--- src/logic/dmi_pkg.sv ---
package dmi_pkg;

  // ----------------------------------------
  // widths
  // ----------------------------------------
  localparam int unsigned DmiAddrWidth = 7;
  localparam int unsigned DmiDataWidth = 32;

  // ----------------------------------------
  // op and response codes
  // ----------------------------------------
  typedef enum logic [1:0] {
    DMI_NOP      = 2'd0,
    DMI_READ     = 2'd1,
    DMI_WRITE    = 2'd2,
    DMI_RESERVED = 2'd3
  } dmi_op_e;

  // 1 and 3 are not produced by the target
  typedef enum logic [1:0] {
    DMI_SUCCESS = 2'd0,
    DMI_FAILED  = 2'd2
  } dmi_resp_e;

  // ----------------------------------------
  // link payloads
  // ----------------------------------------
  // 41 bits
  typedef struct packed {
    logic [DmiAddrWidth-1:0] addr;
    dmi_op_e                 op;
    logic [DmiDataWidth-1:0] data;
  } dmi_req_t;

  // 34 bits
  typedef struct packed {
    logic [DmiDataWidth-1:0] data;
    dmi_resp_e               resp;
  } dmi_resp_t;

endpackage
--- src/logic/mem_map_pkg.sv ---
package mem_map_pkg;

  // ----------------------------------------
  // debug bus address map, in words
  // ----------------------------------------
  // boot rom, read only
  localparam logic [dmi_pkg::DmiAddrWidth-1:0] RomBase = 7'h00;
  localparam int unsigned RomWords = 16;

  // scratch ram, read/write
  localparam logic [dmi_pkg::DmiAddrWidth-1:0] RamBase = 7'h10;
  localparam int unsigned RamWords = 48;

  // everything from 0x40 up is unmapped

  // ----------------------------------------
  // boot rom content
  // ----------------------------------------
  localparam logic [dmi_pkg::DmiDataWidth-1:0] RomSignature = 32'hB0070000;

  // signature with the word address in the low bits
  function automatic logic [dmi_pkg::DmiDataWidth-1:0] rom_word(
    input logic [dmi_pkg::DmiAddrWidth-1:0] addr
  );
    return RomSignature | dmi_pkg::DmiDataWidth'(addr);
  endfunction

endpackage

--- src/logic/debug_mem_top.sv ---
`timescale 1ns/10ps

module debug_mem_top #(
  parameter int unsigned FifoDepth = 4,
  parameter int unsigned RamWords  = mem_map_pkg::RamWords
) (
  input  logic               clk_i,
  input  logic               rst_ni,
  input  logic               jtag_sel_i,
  // jtag transport
  input  logic               req_valid_jtag_i,
  input  dmi_pkg::dmi_req_t  req_jtag_i,
  output logic               req_ready_jtag_o,
  output logic               resp_valid_jtag_o,
  output dmi_pkg::dmi_resp_t resp_jtag_o,
  input  logic               resp_ready_jtag_i,
  // dmi transport
  input  logic               req_valid_dmi_i,
  input  dmi_pkg::dmi_req_t  req_dmi_i,
  output logic               req_ready_dmi_o,
  output logic               resp_valid_dmi_o,
  output dmi_pkg::dmi_resp_t resp_dmi_o,
  input  logic               resp_ready_dmi_i
);

  import dmi_pkg::*;

  // selector to request fifo
  logic      sel_req_valid;
  dmi_req_t  sel_req;
  logic      sel_req_ready;
  // request fifo to target
  logic      tgt_req_valid;
  dmi_req_t  tgt_req;
  logic      tgt_req_ready;
  // target to response fifo
  logic      tgt_resp_valid;
  dmi_resp_t tgt_resp;
  logic      tgt_resp_ready;
  // response fifo to selector
  logic      sel_resp_valid;
  dmi_resp_t sel_resp;
  logic      sel_resp_ready;

  // ----------------------------------------
  // transport selector
  // ----------------------------------------
  dmi_port_select #(
    .MaxOutstanding ( 2 * FifoDepth + 1 )
  ) dmi_port_select_inst (
    .clk_i             ( clk_i             ),
    .rst_ni            ( rst_ni            ),
    .jtag_sel_i        ( jtag_sel_i        ),
    .req_valid_jtag_i  ( req_valid_jtag_i  ),
    .req_jtag_i        ( req_jtag_i        ),
    .req_ready_jtag_o  ( req_ready_jtag_o  ),
    .resp_valid_jtag_o ( resp_valid_jtag_o ),
    .resp_jtag_o       ( resp_jtag_o       ),
    .resp_ready_jtag_i ( resp_ready_jtag_i ),
    .req_valid_dmi_i   ( req_valid_dmi_i   ),
    .req_dmi_i         ( req_dmi_i         ),
    .req_ready_dmi_o   ( req_ready_dmi_o   ),
    .resp_valid_dmi_o  ( resp_valid_dmi_o  ),
    .resp_dmi_o        ( resp_dmi_o        ),
    .resp_ready_dmi_i  ( resp_ready_dmi_i  ),
    .req_valid_o       ( sel_req_valid     ),
    .req_o             ( sel_req           ),
    .req_ready_i       ( sel_req_ready     ),
    .resp_valid_i      ( sel_resp_valid    ),
    .resp_i            ( sel_resp          ),
    .resp_ready_o      ( sel_resp_ready    )
  );

  // ----------------------------------------
  // request and response queues
  // ----------------------------------------
  dmi_fifo #(
    .payload_t ( dmi_req_t ),
    .Depth     ( FifoDepth )
  ) req_fifo_inst (
    .clk_i       ( clk_i         ),
    .rst_ni      ( rst_ni        ),
    .in_valid_i  ( sel_req_valid ),
    .in_data_i   ( sel_req       ),
    .in_ready_o  ( sel_req_ready ),
    .out_valid_o ( tgt_req_valid ),
    .out_data_o  ( tgt_req       ),
    .out_ready_i ( tgt_req_ready )
  );

  dmi_fifo #(
    .payload_t ( dmi_resp_t ),
    .Depth     ( FifoDepth  )
  ) resp_fifo_inst (
    .clk_i       ( clk_i          ),
    .rst_ni      ( rst_ni         ),
    .in_valid_i  ( tgt_resp_valid ),
    .in_data_i   ( tgt_resp       ),
    .in_ready_o  ( tgt_resp_ready ),
    .out_valid_o ( sel_resp_valid ),
    .out_data_o  ( sel_resp       ),
    .out_ready_i ( sel_resp_ready )
  );

  // ----------------------------------------
  // memory target
  // ----------------------------------------
  mem_target #(
    .RamWords ( RamWords )
  ) mem_target_inst (
    .clk_i        ( clk_i          ),
    .rst_ni       ( rst_ni         ),
    .req_valid_i  ( tgt_req_valid  ),
    .req_i        ( tgt_req        ),
    .req_ready_o  ( tgt_req_ready  ),
    .resp_valid_o ( tgt_resp_valid ),
    .resp_o       ( tgt_resp       ),
    .resp_ready_i ( tgt_resp_ready )
  );

endmodule

--- src/logic/mem_target.sv ---
`timescale 1ns/10ps

module mem_target #(
  parameter int unsigned RamWords = mem_map_pkg::RamWords
) (
  input  logic               clk_i,
  input  logic               rst_ni,
  input  logic               req_valid_i,
  input  dmi_pkg::dmi_req_t  req_i,
  output logic               req_ready_o,
  output logic               resp_valid_o,
  output dmi_pkg::dmi_resp_t resp_o,
  input  logic               resp_ready_i
);

  import dmi_pkg::*;
  import mem_map_pkg::*;

  localparam int unsigned IdxWidth = (RamWords > 1) ? $clog2(RamWords) : 1;

  logic [DmiDataWidth-1:0] ram_q [RamWords];
  logic [IdxWidth-1:0]     ram_idx;
  logic                    is_rom;
  logic                    is_ram;
  logic                    ram_we;
  logic                    accept;
  dmi_resp_t               resp_d;
  dmi_resp_t               resp_q;
  logic                    resp_valid_q;

  // a stalled response blocks new requests
  assign req_ready_o = ~resp_valid_q | resp_ready_i;
  assign accept      = req_valid_i & req_ready_o;

  assign resp_valid_o = resp_valid_q;
  assign resp_o       = resp_q;

  // ----------------------------------------
  // address decode
  // ----------------------------------------
  assign is_rom  = (req_i.addr >= RomBase) && (req_i.addr < RomBase + RomWords);
  assign is_ram  = (req_i.addr >= RamBase) && (req_i.addr < RamBase + RamWords);
  assign ram_idx = IdxWidth'(req_i.addr - RamBase);

  always_comb begin
    resp_d.data = '0;
    resp_d.resp = DMI_SUCCESS;
    ram_we      = 1'b0;
    unique case (req_i.op)
      DMI_NOP: begin
        resp_d.resp = DMI_SUCCESS;
      end
      DMI_READ: begin
        if (is_rom) begin
          resp_d.data = rom_word(req_i.addr);
        end else if (is_ram) begin
          resp_d.data = ram_q[ram_idx];
        end else begin
          resp_d.resp = DMI_FAILED;
        end
      end
      DMI_WRITE: begin
        if (is_ram) begin
          ram_we = accept;
        end else begin
          // rom or unmapped
          resp_d.resp = DMI_FAILED;
        end
      end
      default: begin
        resp_d.resp = DMI_FAILED;
      end
    endcase
  end

  // ----------------------------------------
  // storage and response register
  // ----------------------------------------
  always_ff @(posedge clk_i or negedge rst_ni) begin
    if (!rst_ni) begin
      ram_q <= '{default: '0};
    end else if (ram_we) begin
      ram_q[ram_idx] <= req_i.data;
    end
  end

  always_ff @(posedge clk_i or negedge rst_ni) begin
    if (!rst_ni) begin
      resp_valid_q <= 1'b0;
    end else if (accept) begin
      resp_valid_q <= 1'b1;
    end else if (resp_ready_i) begin
      resp_valid_q <= 1'b0;
    end
  end

  always_ff @(posedge clk_i) begin
    if (accept) begin
      resp_q <= resp_d;
    end
  end

endmodule

--- src/logic/dmi_fifo.sv ---
`timescale 1ns/10ps

module dmi_fifo #(
  parameter type         payload_t = logic,
  parameter int unsigned Depth     = 4
) (
  input  logic     clk_i,
  input  logic     rst_ni,
  input  logic     in_valid_i,
  input  payload_t in_data_i,
  output logic     in_ready_o,
  output logic     out_valid_o,
  output payload_t out_data_o,
  input  logic     out_ready_i
);

  localparam int unsigned PtrWidth = (Depth > 1) ? $clog2(Depth) : 1;
  localparam int unsigned CntWidth = $clog2(Depth + 1);

  payload_t            mem_q [Depth];
  logic [PtrWidth-1:0] wr_ptr_q;
  logic [PtrWidth-1:0] rd_ptr_q;
  logic [CntWidth-1:0] count_q;
  logic [CntWidth-1:0] count_d;
  logic                in_ready_q;
  logic                out_valid_q;
  logic                push;
  logic                pop;

  // wrap at Depth, which need not be a power of two
  function automatic logic [PtrWidth-1:0] next_ptr(input logic [PtrWidth-1:0] ptr);
    if (ptr == PtrWidth'(Depth - 1)) begin
      return '0;
    end
    return ptr + 1'b1;
  endfunction

  assign push = in_valid_i & in_ready_q;
  assign pop  = out_valid_q & out_ready_i;

  assign in_ready_o  = in_ready_q;
  assign out_valid_o = out_valid_q;
  assign out_data_o  = mem_q[rd_ptr_q];

  always_comb begin
    count_d = count_q;
    if (push && !pop) begin
      count_d = count_q + 1'b1;
    end else if (pop && !push) begin
      count_d = count_q - 1'b1;
    end
  end

  // ----------------------------------------
  // pointers and registered flags
  // ----------------------------------------
  always_ff @(posedge clk_i or negedge rst_ni) begin
    if (!rst_ni) begin
      wr_ptr_q    <= '0;
      rd_ptr_q    <= '0;
      count_q     <= '0;
      in_ready_q  <= 1'b0;
      out_valid_q <= 1'b0;
    end else begin
      if (push) begin
        wr_ptr_q <= next_ptr(wr_ptr_q);
      end
      if (pop) begin
        rd_ptr_q <= next_ptr(rd_ptr_q);
      end
      count_q     <= count_d;
      in_ready_q  <= (count_d != CntWidth'(Depth));
      out_valid_q <= (count_d != '0);
    end
  end

  // storage
  always_ff @(posedge clk_i) begin
    if (push) begin
      mem_q[wr_ptr_q] <= in_data_i;
    end
  end

endmodule

--- src/logic/dmi_port_select.sv ---
`timescale 1ns/10ps

module dmi_port_select #(
  parameter int unsigned MaxOutstanding = 9
) (
  input  logic                clk_i,
  input  logic                rst_ni,
  input  logic                jtag_sel_i,
  // jtag transport
  input  logic                req_valid_jtag_i,
  input  dmi_pkg::dmi_req_t   req_jtag_i,
  output logic                req_ready_jtag_o,
  output logic                resp_valid_jtag_o,
  output dmi_pkg::dmi_resp_t  resp_jtag_o,
  input  logic                resp_ready_jtag_i,
  // dmi transport
  input  logic                req_valid_dmi_i,
  input  dmi_pkg::dmi_req_t   req_dmi_i,
  output logic                req_ready_dmi_o,
  output logic                resp_valid_dmi_o,
  output dmi_pkg::dmi_resp_t  resp_dmi_o,
  input  logic                resp_ready_dmi_i,
  // toward the request fifo
  output logic                req_valid_o,
  output dmi_pkg::dmi_req_t   req_o,
  input  logic                req_ready_i,
  // from the response fifo
  input  logic                resp_valid_i,
  input  dmi_pkg::dmi_resp_t  resp_i,
  output logic                resp_ready_o
);

  localparam int unsigned CntWidth = $clog2(MaxOutstanding + 1);

  logic                jtag_owner_q;
  logic                jtag_owner_d;
  logic [CntWidth-1:0] cnt_q;
  logic [CntWidth-1:0] cnt_d;
  logic                req_fire;
  logic                resp_fire;

  // ----------------------------------------
  // routing
  // ----------------------------------------
  assign req_valid_o  = jtag_owner_q ? req_valid_jtag_i  : req_valid_dmi_i;
  assign req_o        = jtag_owner_q ? req_jtag_i        : req_dmi_i;
  assign resp_ready_o = jtag_owner_q ? resp_ready_jtag_i : resp_ready_dmi_i;

  // the idle port sees no ready and no response
  assign req_ready_jtag_o  = jtag_owner_q & req_ready_i;
  assign req_ready_dmi_o   = ~jtag_owner_q & req_ready_i;
  assign resp_valid_jtag_o = jtag_owner_q & resp_valid_i;
  assign resp_valid_dmi_o  = ~jtag_owner_q & resp_valid_i;

  // payload goes to both, valid qualifies it
  assign resp_jtag_o = resp_i;
  assign resp_dmi_o  = resp_i;

  // ----------------------------------------
  // outstanding count and owner
  // ----------------------------------------
  assign req_fire  = req_valid_o & req_ready_i;
  assign resp_fire = resp_valid_i & resp_ready_o;

  always_comb begin
    cnt_d = cnt_q;
    if (req_fire && !resp_fire) begin
      cnt_d = cnt_q + 1'b1;
    end else if (resp_fire && !req_fire) begin
      cnt_d = cnt_q - 1'b1;
    end
  end

  // switch only with nothing in flight, not even a request taken now
  assign jtag_owner_d = (cnt_q == '0 && !req_fire) ? jtag_sel_i : jtag_owner_q;

  always_ff @(posedge clk_i or negedge rst_ni) begin
    if (!rst_ni) begin
      jtag_owner_q <= 1'b0;
      cnt_q        <= '0;
    end else begin
      jtag_owner_q <= jtag_owner_d;
      cnt_q        <= cnt_d;
    end
  end

endmodule

--- config.mk ---
export PLATFORM = sky130hd
export DESIGN_NAME = debug_mem_top
export DESIGN_NICKNAME = d
export VERILOG_FILES = /design/src/logic/dmi_pkg.sv /design/src/logic/mem_map_pkg.sv /design/src/logic/debug_mem_top.sv /design/src/logic/mem_target.sv /design/src/logic/dmi_fifo.sv /design/src/logic/dmi_port_select.sv
export SDC_FILE = /design/constraint.sdc
export NUM_CORES = 2
export LEC_CHECK = 0
export BUFFER_PORTS_ARGS = -buffer_cell sky130_fd_sc_hd__buf_2
export CORE_MARGIN = 4
export CORE_UTILIZATION = 50
export DETAILED_ROUTE_END_ITERATION = 6
export HOLD_SLACK_MARGIN = 0.06
export PLACE_DENSITY = 0.69
export REMOVE_ABC_BUFFERS = 1
export SYNTH_ARGS = -nofsm -noshare
export SYNTH_HDL_FRONTEND = slang
export SYNTH_SLANG_ARGS = --single-unit
export TNS_END_PERCENT = 30
--- constraint.sdc ---
create_clock -name clk_i -period 5.4 [get_ports clk_i]
set_input_delay 1.08 -clock clk_i [delete_from_list [all_inputs] [get_ports clk_i]]
set_output_delay 1.08 -clock clk_i [all_outputs]
set_load 0.05 [all_outputs]
* Word level (Yosys, flattened, before mapping) *
Memories as Yosys holds them, arrays and structs flattened.
Index checks and enable logic that the tools add are counted.

storage, ports and cells
  flip-flop bits (word level) = 1594
  bits in writable memories = 300
  input bits = 89
  output and inout bits = 72
  logic and storage cells = 170
  memories = 2

memory list
  name                  words  width  read ports  clocked after memory_dff  wr ports  RTL line        source
  req_fifo_inst.mem_q   4      41     1           0                         1         dmi_fifo.sv:20  payload_t mem_q [Depth];
  resp_fifo_inst.mem_q  4      34     1           0                         1         dmi_fifo.sv:20

cells by class
  add/sub/neg operators = 11
  magnitude comparators = 6
  eq/ne operators = 8
  muxes and demuxes = 44
  bitwise logic cells = 14
  reduce and logical (&&, ||, !) cells = 21

operators by type and width
  operator                                                           count
  bitwise mux 1536 bit                                               1
  binary-select mux 32 bit (select 6 bit)                            1
  demux 32 bit (select 6 bit)                                        1
  2-to-1 mux 32 bit                                                  5
  2-to-1 mux 41 bit                                                  1
  2-to-1 mux 2 bit                                                   10
  2-to-1 mux 1 bit                                                   18
  2-to-1 mux 3 bit                                                   4
  equality test 2 bit, second input constant                         5
  logical AND 1 bit                                                  10
  adder 2 x 1 -> 2 bit, second input constant                        4
  AND 1 bit                                                          8
  2-to-1 mux 4 bit                                                   2
  greater-or-equal comparator 7 x 1 -> 1 bit, second input constant  1
  greater-or-equal comparator 7 x 5 -> 1 bit, second input constant  1
  greater-or-equal comparator 7 bit, second input constant           1
  less-than comparator 7 x 1 -> 1 bit, second input constant         1
  less-than comparator 7 x 5 -> 1 bit, second input constant         1
  less-than comparator 7 bit, second input constant                  1
  NOT 6 -> 7 bit                                                     1
  adder 3 x 1 -> 3 bit, second input constant                        2
  inequality test 3 bit, second input constant                       2
  one-hot mux 2 bit (3 select lines)                                 1
  nonzero test 3 bit                                                 2
  other kinds (12)                                                   20

* Longest topological paths before layout *
An unclocked memory read counts as a cell.

  depth after elaboration = 8
  gate-level depth with buffers = 16

* Cells and area by module *
From an unflattened synthesis, not the netlist that was laid out.

unflattened totals
  cells, all modules = 5767
  area, all modules = 84851.4 sq um

modules (own cells, without submodules)
  module                     instances  cells an instance  area an instance (sq um)  seq. area each (sq um)
  mem_target                 1          5124               71437.3                   39452.8
  dmi_fifo (req_fifo_inst)   1          263                6512.5                    5149.9
  dmi_fifo (resp_fifo_inst)  1          226                5501.5                    4309.1
  dmi_port_select            1          154                1400.1                    125.1

* Worst setup path after synthesis *
Ideal clock, no wire load.

  path kind = register to register
  start point = register req_fifo_inst.rd_ptr_q[0]
  end point = register mem_target_inst.ram_q[312] in the netlist's numbering
  data arrival time = 3594 ps
  data required time = 5267 ps
  path slack = 1673 ps
  stages on the path, launching flop included = 17
  cell sequence = dfrtp_1 buf_6 mux2i_1 mux2_2 inv_1 buf_1 ha_1 buf_2 inv_1 nor3_1 a21boi_2 nor4_4 buf_6 nand3_4 clkbuf_1 nand2_1 o21ai_0

on the way
  word-level cells in the longest chain between the ends = 8

RTL lines
  element                                                                                                         RTL line          source
  start: declaration                                                                                              dmi_fifo.sv:22    logic [PtrWidth-1:0] rd_ptr_q;
  start signal: assignment                                                                                        dmi_fifo.sv:69    rd_ptr_q <= next_ptr(rd_ptr_q);
  memory read (4 x 41 bit) *                                                                                      -
  subtractor 6 x 5 -> 6 bit                                                                                       mem_target.sv:43  assign ram_idx = IdxWidth'(req_i.addr - RamBase);
  NOT 6 -> 7 bit (not written as such)                                                                            mem_target.sv:83  ram_q[ram_idx] <= req_i.data;
  greater-or-equal comparator 7 bit (not written as such) or less-than comparator 7 x 1 -> 1 bit (tied branches)  mem_target.sv:83
  logical AND 1 bit (not written as such)                                                                         mem_target.sv:83
  2-to-1 mux 32 bit (not written as such)                                                                         mem_target.sv:83
  demux 32 bit (select 6 bit)                                                                                     mem_target.sv:83
  bitwise mux 1536 bit                                                                                            mem_target.sv:83
  end signal: indexed assignment                                                                                  mem_target.sv:83
  end: declaration                                                                                                mem_target.sv:21  logic [DmiDataWidth-1:0] ram_q [RamWords];

Mark *: on every way between the ends. The rest lies on a longest branch, timed or not.
A chain may end at the register's enable or synchronous reset.

* Worst setup path after layout *
  start point = register req_fifo_inst.rd_ptr_q[0]
  end point = register mem_target_inst.resp_q (netlist bit mem_target_inst.resp_o[2]), data pin

on the way
  word-level cells in the longest chain between the ends = 8

RTL lines
  element                                                RTL line          source
  memory read (4 x 41 bit) *                             -
  subtractor 6 x 5 -> 6 bit                              mem_target.sv:43
  NOT 6 -> 7 bit (not written as such)                   mem_target.sv:57  resp_d.data = ram_q[ram_idx];
  binary-select mux 32 bit (select 6 bit)                mem_target.sv:57
  2-to-1 mux 32 bit (not written as such) (2 in series)  mem_target.sv:57
  2-to-1 mux 32 bit                                      mem_target.sv:56  end else if (is_ram) begin
  2-to-1 mux 32 bit                                      mem_target.sv:54  if (is_rom) begin
  end signal: assignment                                 mem_target.sv:99  resp_q <= resp_d;
  end: declaration                                       mem_target.sv:28  dmi_resp_t resp_q;

Mark *: on every way between the ends. The rest lies on a longest branch, timed or not. The select of a mux whose other input is x is not followed.

==> impl_metrics.ini <==
[status]
status = finished, violations left
failed_checks = design-rule violations, negative setup slack

[sta]
post-route-period-util = 1.018
final_hold_viol_count = 0
drv_slew = 0
relSlewSlack = 0.02690
fmax_mhz = 181.8
holdWs_ns = 0.2009
worst_slack_ns = -0.09985
tightestPinTransition_ns = 1.457
rsz0062_at_grt = no
tns_ns = -0.09985
fin_skew_ns = 0.04411
fin_crit_ns = 5.500
setup_viol = 1

[detailed_routing]
route.detailed.drc = 4
via_per_inst = 6.339
wire_per_inst_um = 28.00
dr.pass1.iters = 7
wirelength_um = 277100
drtIter0Drc = 8171
vias = 62730
ant_nets = 0

[critical_path]
cp_max_fo = 20
cp_data_required_time_ns = 5.87
r2r-end = mem_target_inst.resp_o[2]
rrSetupSlack_ns = -0.1
critPathTopFamily = compound AO/OA/AOI/OAI gates
startpoint_type = flip-flop
crit_chain = mux4_4, buf_4, and2_1, buf_4, a22oi_1, o211ai_1, o21ai_0, o22ai_1, o32ai_1
arrival_ns = 5.97
cpMostUsedCell = buf_4
cp_num_buf_inv = 2
reg2reg_depth = 9
slowest_stage = o32ai_1
worst_r2r_startpoint = req_fifo_inst.rd_ptr_q[0]
cpPeakStageDelay_ns = 1.07
end_kind = flip-flop
worstSetupPathType = flip-flop to flip-flop

[layout]
layout.cells.most_common = nand2_1
drive_gt1_frac = 0.1471
utilization = 0.5643
stdcell_area_um2 = 91020
fillCellCount = 13500
final_cell_mix = 1812 x nand2_1, 1556 x dfrtp_1, 1402 x o21ai_0
area_growth_pct = 11.53
nNetsFinal = 7675

[cts]
htree_levels = 4
cts-root-buf = clkbuf_16
cts_tree = yes
clockBufferDepth = 3
cts.clk_slew.worst_paths_ns = 0.06
clock_latency_ns = 0.86
post_cts_resized = 0
cts_buffers = 190
cts_hold_buf = 0
clock-sinks = 1889
postCtsSetupRepairBufs = 0

[yosys]
synthArstFlopShare = 0.8258
ys_seq_area_frac = 0.5994
synthCells = 7709
synth_area_leaders = dfrtp_1 48%, edfxtp_1 12%, o21ai_0 8.8%, nand2_1 8.3%, mux2_2 3.0%
avgSynthCellArea_um2 = 10.59
ys_types = 81
yosys.area.top_type = dfrtp_1
ys.flop_type = dfrtp_1
yosysTopAreaCellShare = 0.4784
synth_area_um2 = 81600
yosysWarnings = 0
synth_edf_count = 329
ys_ff_latch = 1889

[hold_path]
hold_class = primary input to async pin

[floorplan]
coreArea_um2 = 161300
rows = 147
start_util = 0.5059
die_area_um2 = 169700
dieHeight_um = 412.0
die_w_um = 412.0
io_pins = 161

[grt]
grt_usage = 0.3252
grt_antenna_before_repair = 9
grt_pass1_wl_um = 408500
overflow = 0
first_global_vias = 61160
grt_max_degree = 167

[placed_design]
io_buffers = 158
hpwl_um = 165200
place_area_um2 = 84480
gp_congestion = 0.9361

[power_and_ir_drop]
ir_drop_uv = 690.5
cellLeakagePower_nw = 39.19
switchingPower_mw = 29.15
internal_power_mw = 36.67
swShare = 0.4429
clkPwrFrac = 0.209
comb_power_share = 0.434
powerDensity_nw_per_um2 = 723.1
p_seq_frac = 0.356

[job]
maxCapViolations = 0
[registers in the layout, indices dropped and copies added (netlist names)]
name	cells
resp_fifo_inst.count_q	3
resp_fifo_inst.out_valid_o	1
req_fifo_inst.wr_ptr_q	2
mem_target_inst.ram_q	1536
req_fifo_inst.out_valid_o	1
mem_target_inst.resp_valid_o	1
mem_target_inst.resp_o	33
resp_fifo_inst.in_ready_o	1
req_fifo_inst.count_q	3
resp_fifo_inst.wr_ptr_q	2
dmi_port_select_inst.jtag_owner_q	1
resp_fifo_inst.mem_q	132
dmi_port_select_inst.cnt_q	4
req_fifo_inst.in_ready_o	1
resp_fifo_inst.rd_ptr_q	2
req_fifo_inst.mem_q	164
req_fifo_inst.rd_ptr_q	2
[power by group through the flow]
stage	Sequential (mW)	Combinational (mW)	Clock (mW)
3_3_place_gp	23.3	27.1	0
4_1_cts	23.4	27.6	13.8
6_report	23.5	28.6	13.8
2_1_floorplan	22.8	15.8	0
3_5_place_dp	23.6	27.5	0
5_1_grt	24.1	29.9	14.5
[routing by layer]
layer	routed length, µm	part of all wire	vias up	GRT usage
met5	148	0.00053	-	0.005172
met3	34400	0.12	997	0.1038
met1	106000	0.38	30960	0.4278
li1	-	-	26960	-
met4	18970	0.068	6	0.1846
met2	117600	0.42	3807	0.4767
[synth_stat cells (10+ instances only)]
library cell,n
a22oi_1,26
o211ai_1,31
nand2b_1,15
inv_1,18
a32oi_1,15
nor2b_1,28
and2_1,10
nand3_1,56
mux2i_1,167
buf_6,12
o21ai_0,1434
nor4_1,10
a211oi_1,50
mux4_2,85
o22ai_1,103
clkbuf_1,392
o221ai_1,109
or3_1,10
a221oi_1,89
buf_2,247
ha_1,20
buf_1,22
a21oi_1,138
dfrtp_1,1560
o21ai_1,269
nand2_1,1812
nand2_4,24
clkbuf_2,15
a31oi_1,44
nor2_1,75
edfxtp_1,329
and3_1,15
mux2_2,218
nand3_4,20
nor3_1,22
buf_4,66
[logic make-up (layout without fill, tap and decap cells)]
family                     after synthesis  count (layout)  share of synthesized area
AOI/OAI and AO/OA                     2417            2417                     0.1687
and+or+nand+nor                       2129            2129                     0.1097
DFF                                   1889            1889                     0.5994
buffers and inverters                  772             792                    0.04367
muxes                                  470             470                    0.07403
adders and majority gates               21              21                   0.003312
xor gates and xnor gates                10              10                   0.001073
other                                    1               8                 0.00004595
[how the worst max path moves through the flow]
stage,start,endpoint,slack [ns],cells after the start
finish,req_fifo_inst.rd_ptr_q[0],mem_target_inst.resp_o[2],-0.1,9
global route,req_fifo_inst.rd_ptr_q[0],mem_target_inst.resp_o[2],0.07,9
CTS,req_fifo_inst.rd_ptr_q[0],mem_target_inst.resp_o[2],0.43,9
detailed placement,req_fifo_inst.rd_ptr_q[0],mem_target_inst.resp_o[2],0.48,9
global placement,req_fifo_inst.rd_ptr_q[0],mem_target_inst.resp_o[2],0.49,9
floorplan,req_fifo_inst.rd_ptr_q[0],mem_target_inst.ram_q[928],-5.19,7
[area by class of cell]
class / count / area [µm²] / share of cell area
antenna: 6 / 15.01 / 0.0001650
sequential: 1889 / 48930 / 0.5376
timing repair buffer: 417 / 3188 / 0.03503
multi-input combinational: 5049 / 29600 / 0.3252
clock buffer: 272 / 5508 / 0.06051
clock inverter: 85 / 1010 / 0.01109
tap: 2160 / 2703 / 0.02969
inverter: 18 / 67.56 / 0.0007423
[stage by stage]
| stage | setup slack, ns | instances | power (mW) |
|---|---|---|---|
| after global placement | 0.4890 | 9533 | 50.32 |
| after global routing | 0.07133 | 9890 | 68.42 |
| after CTS | 0.4298 | 9890 | 64.81 |
| after floorplan | -5.186 | 6956 | 38.65 |
| final | -0.09985 | 9896 | 65.81 |
| after detailed placement | 0.4769 | 9533 | 51.08 |
Power figures use the tool's default switching activity.
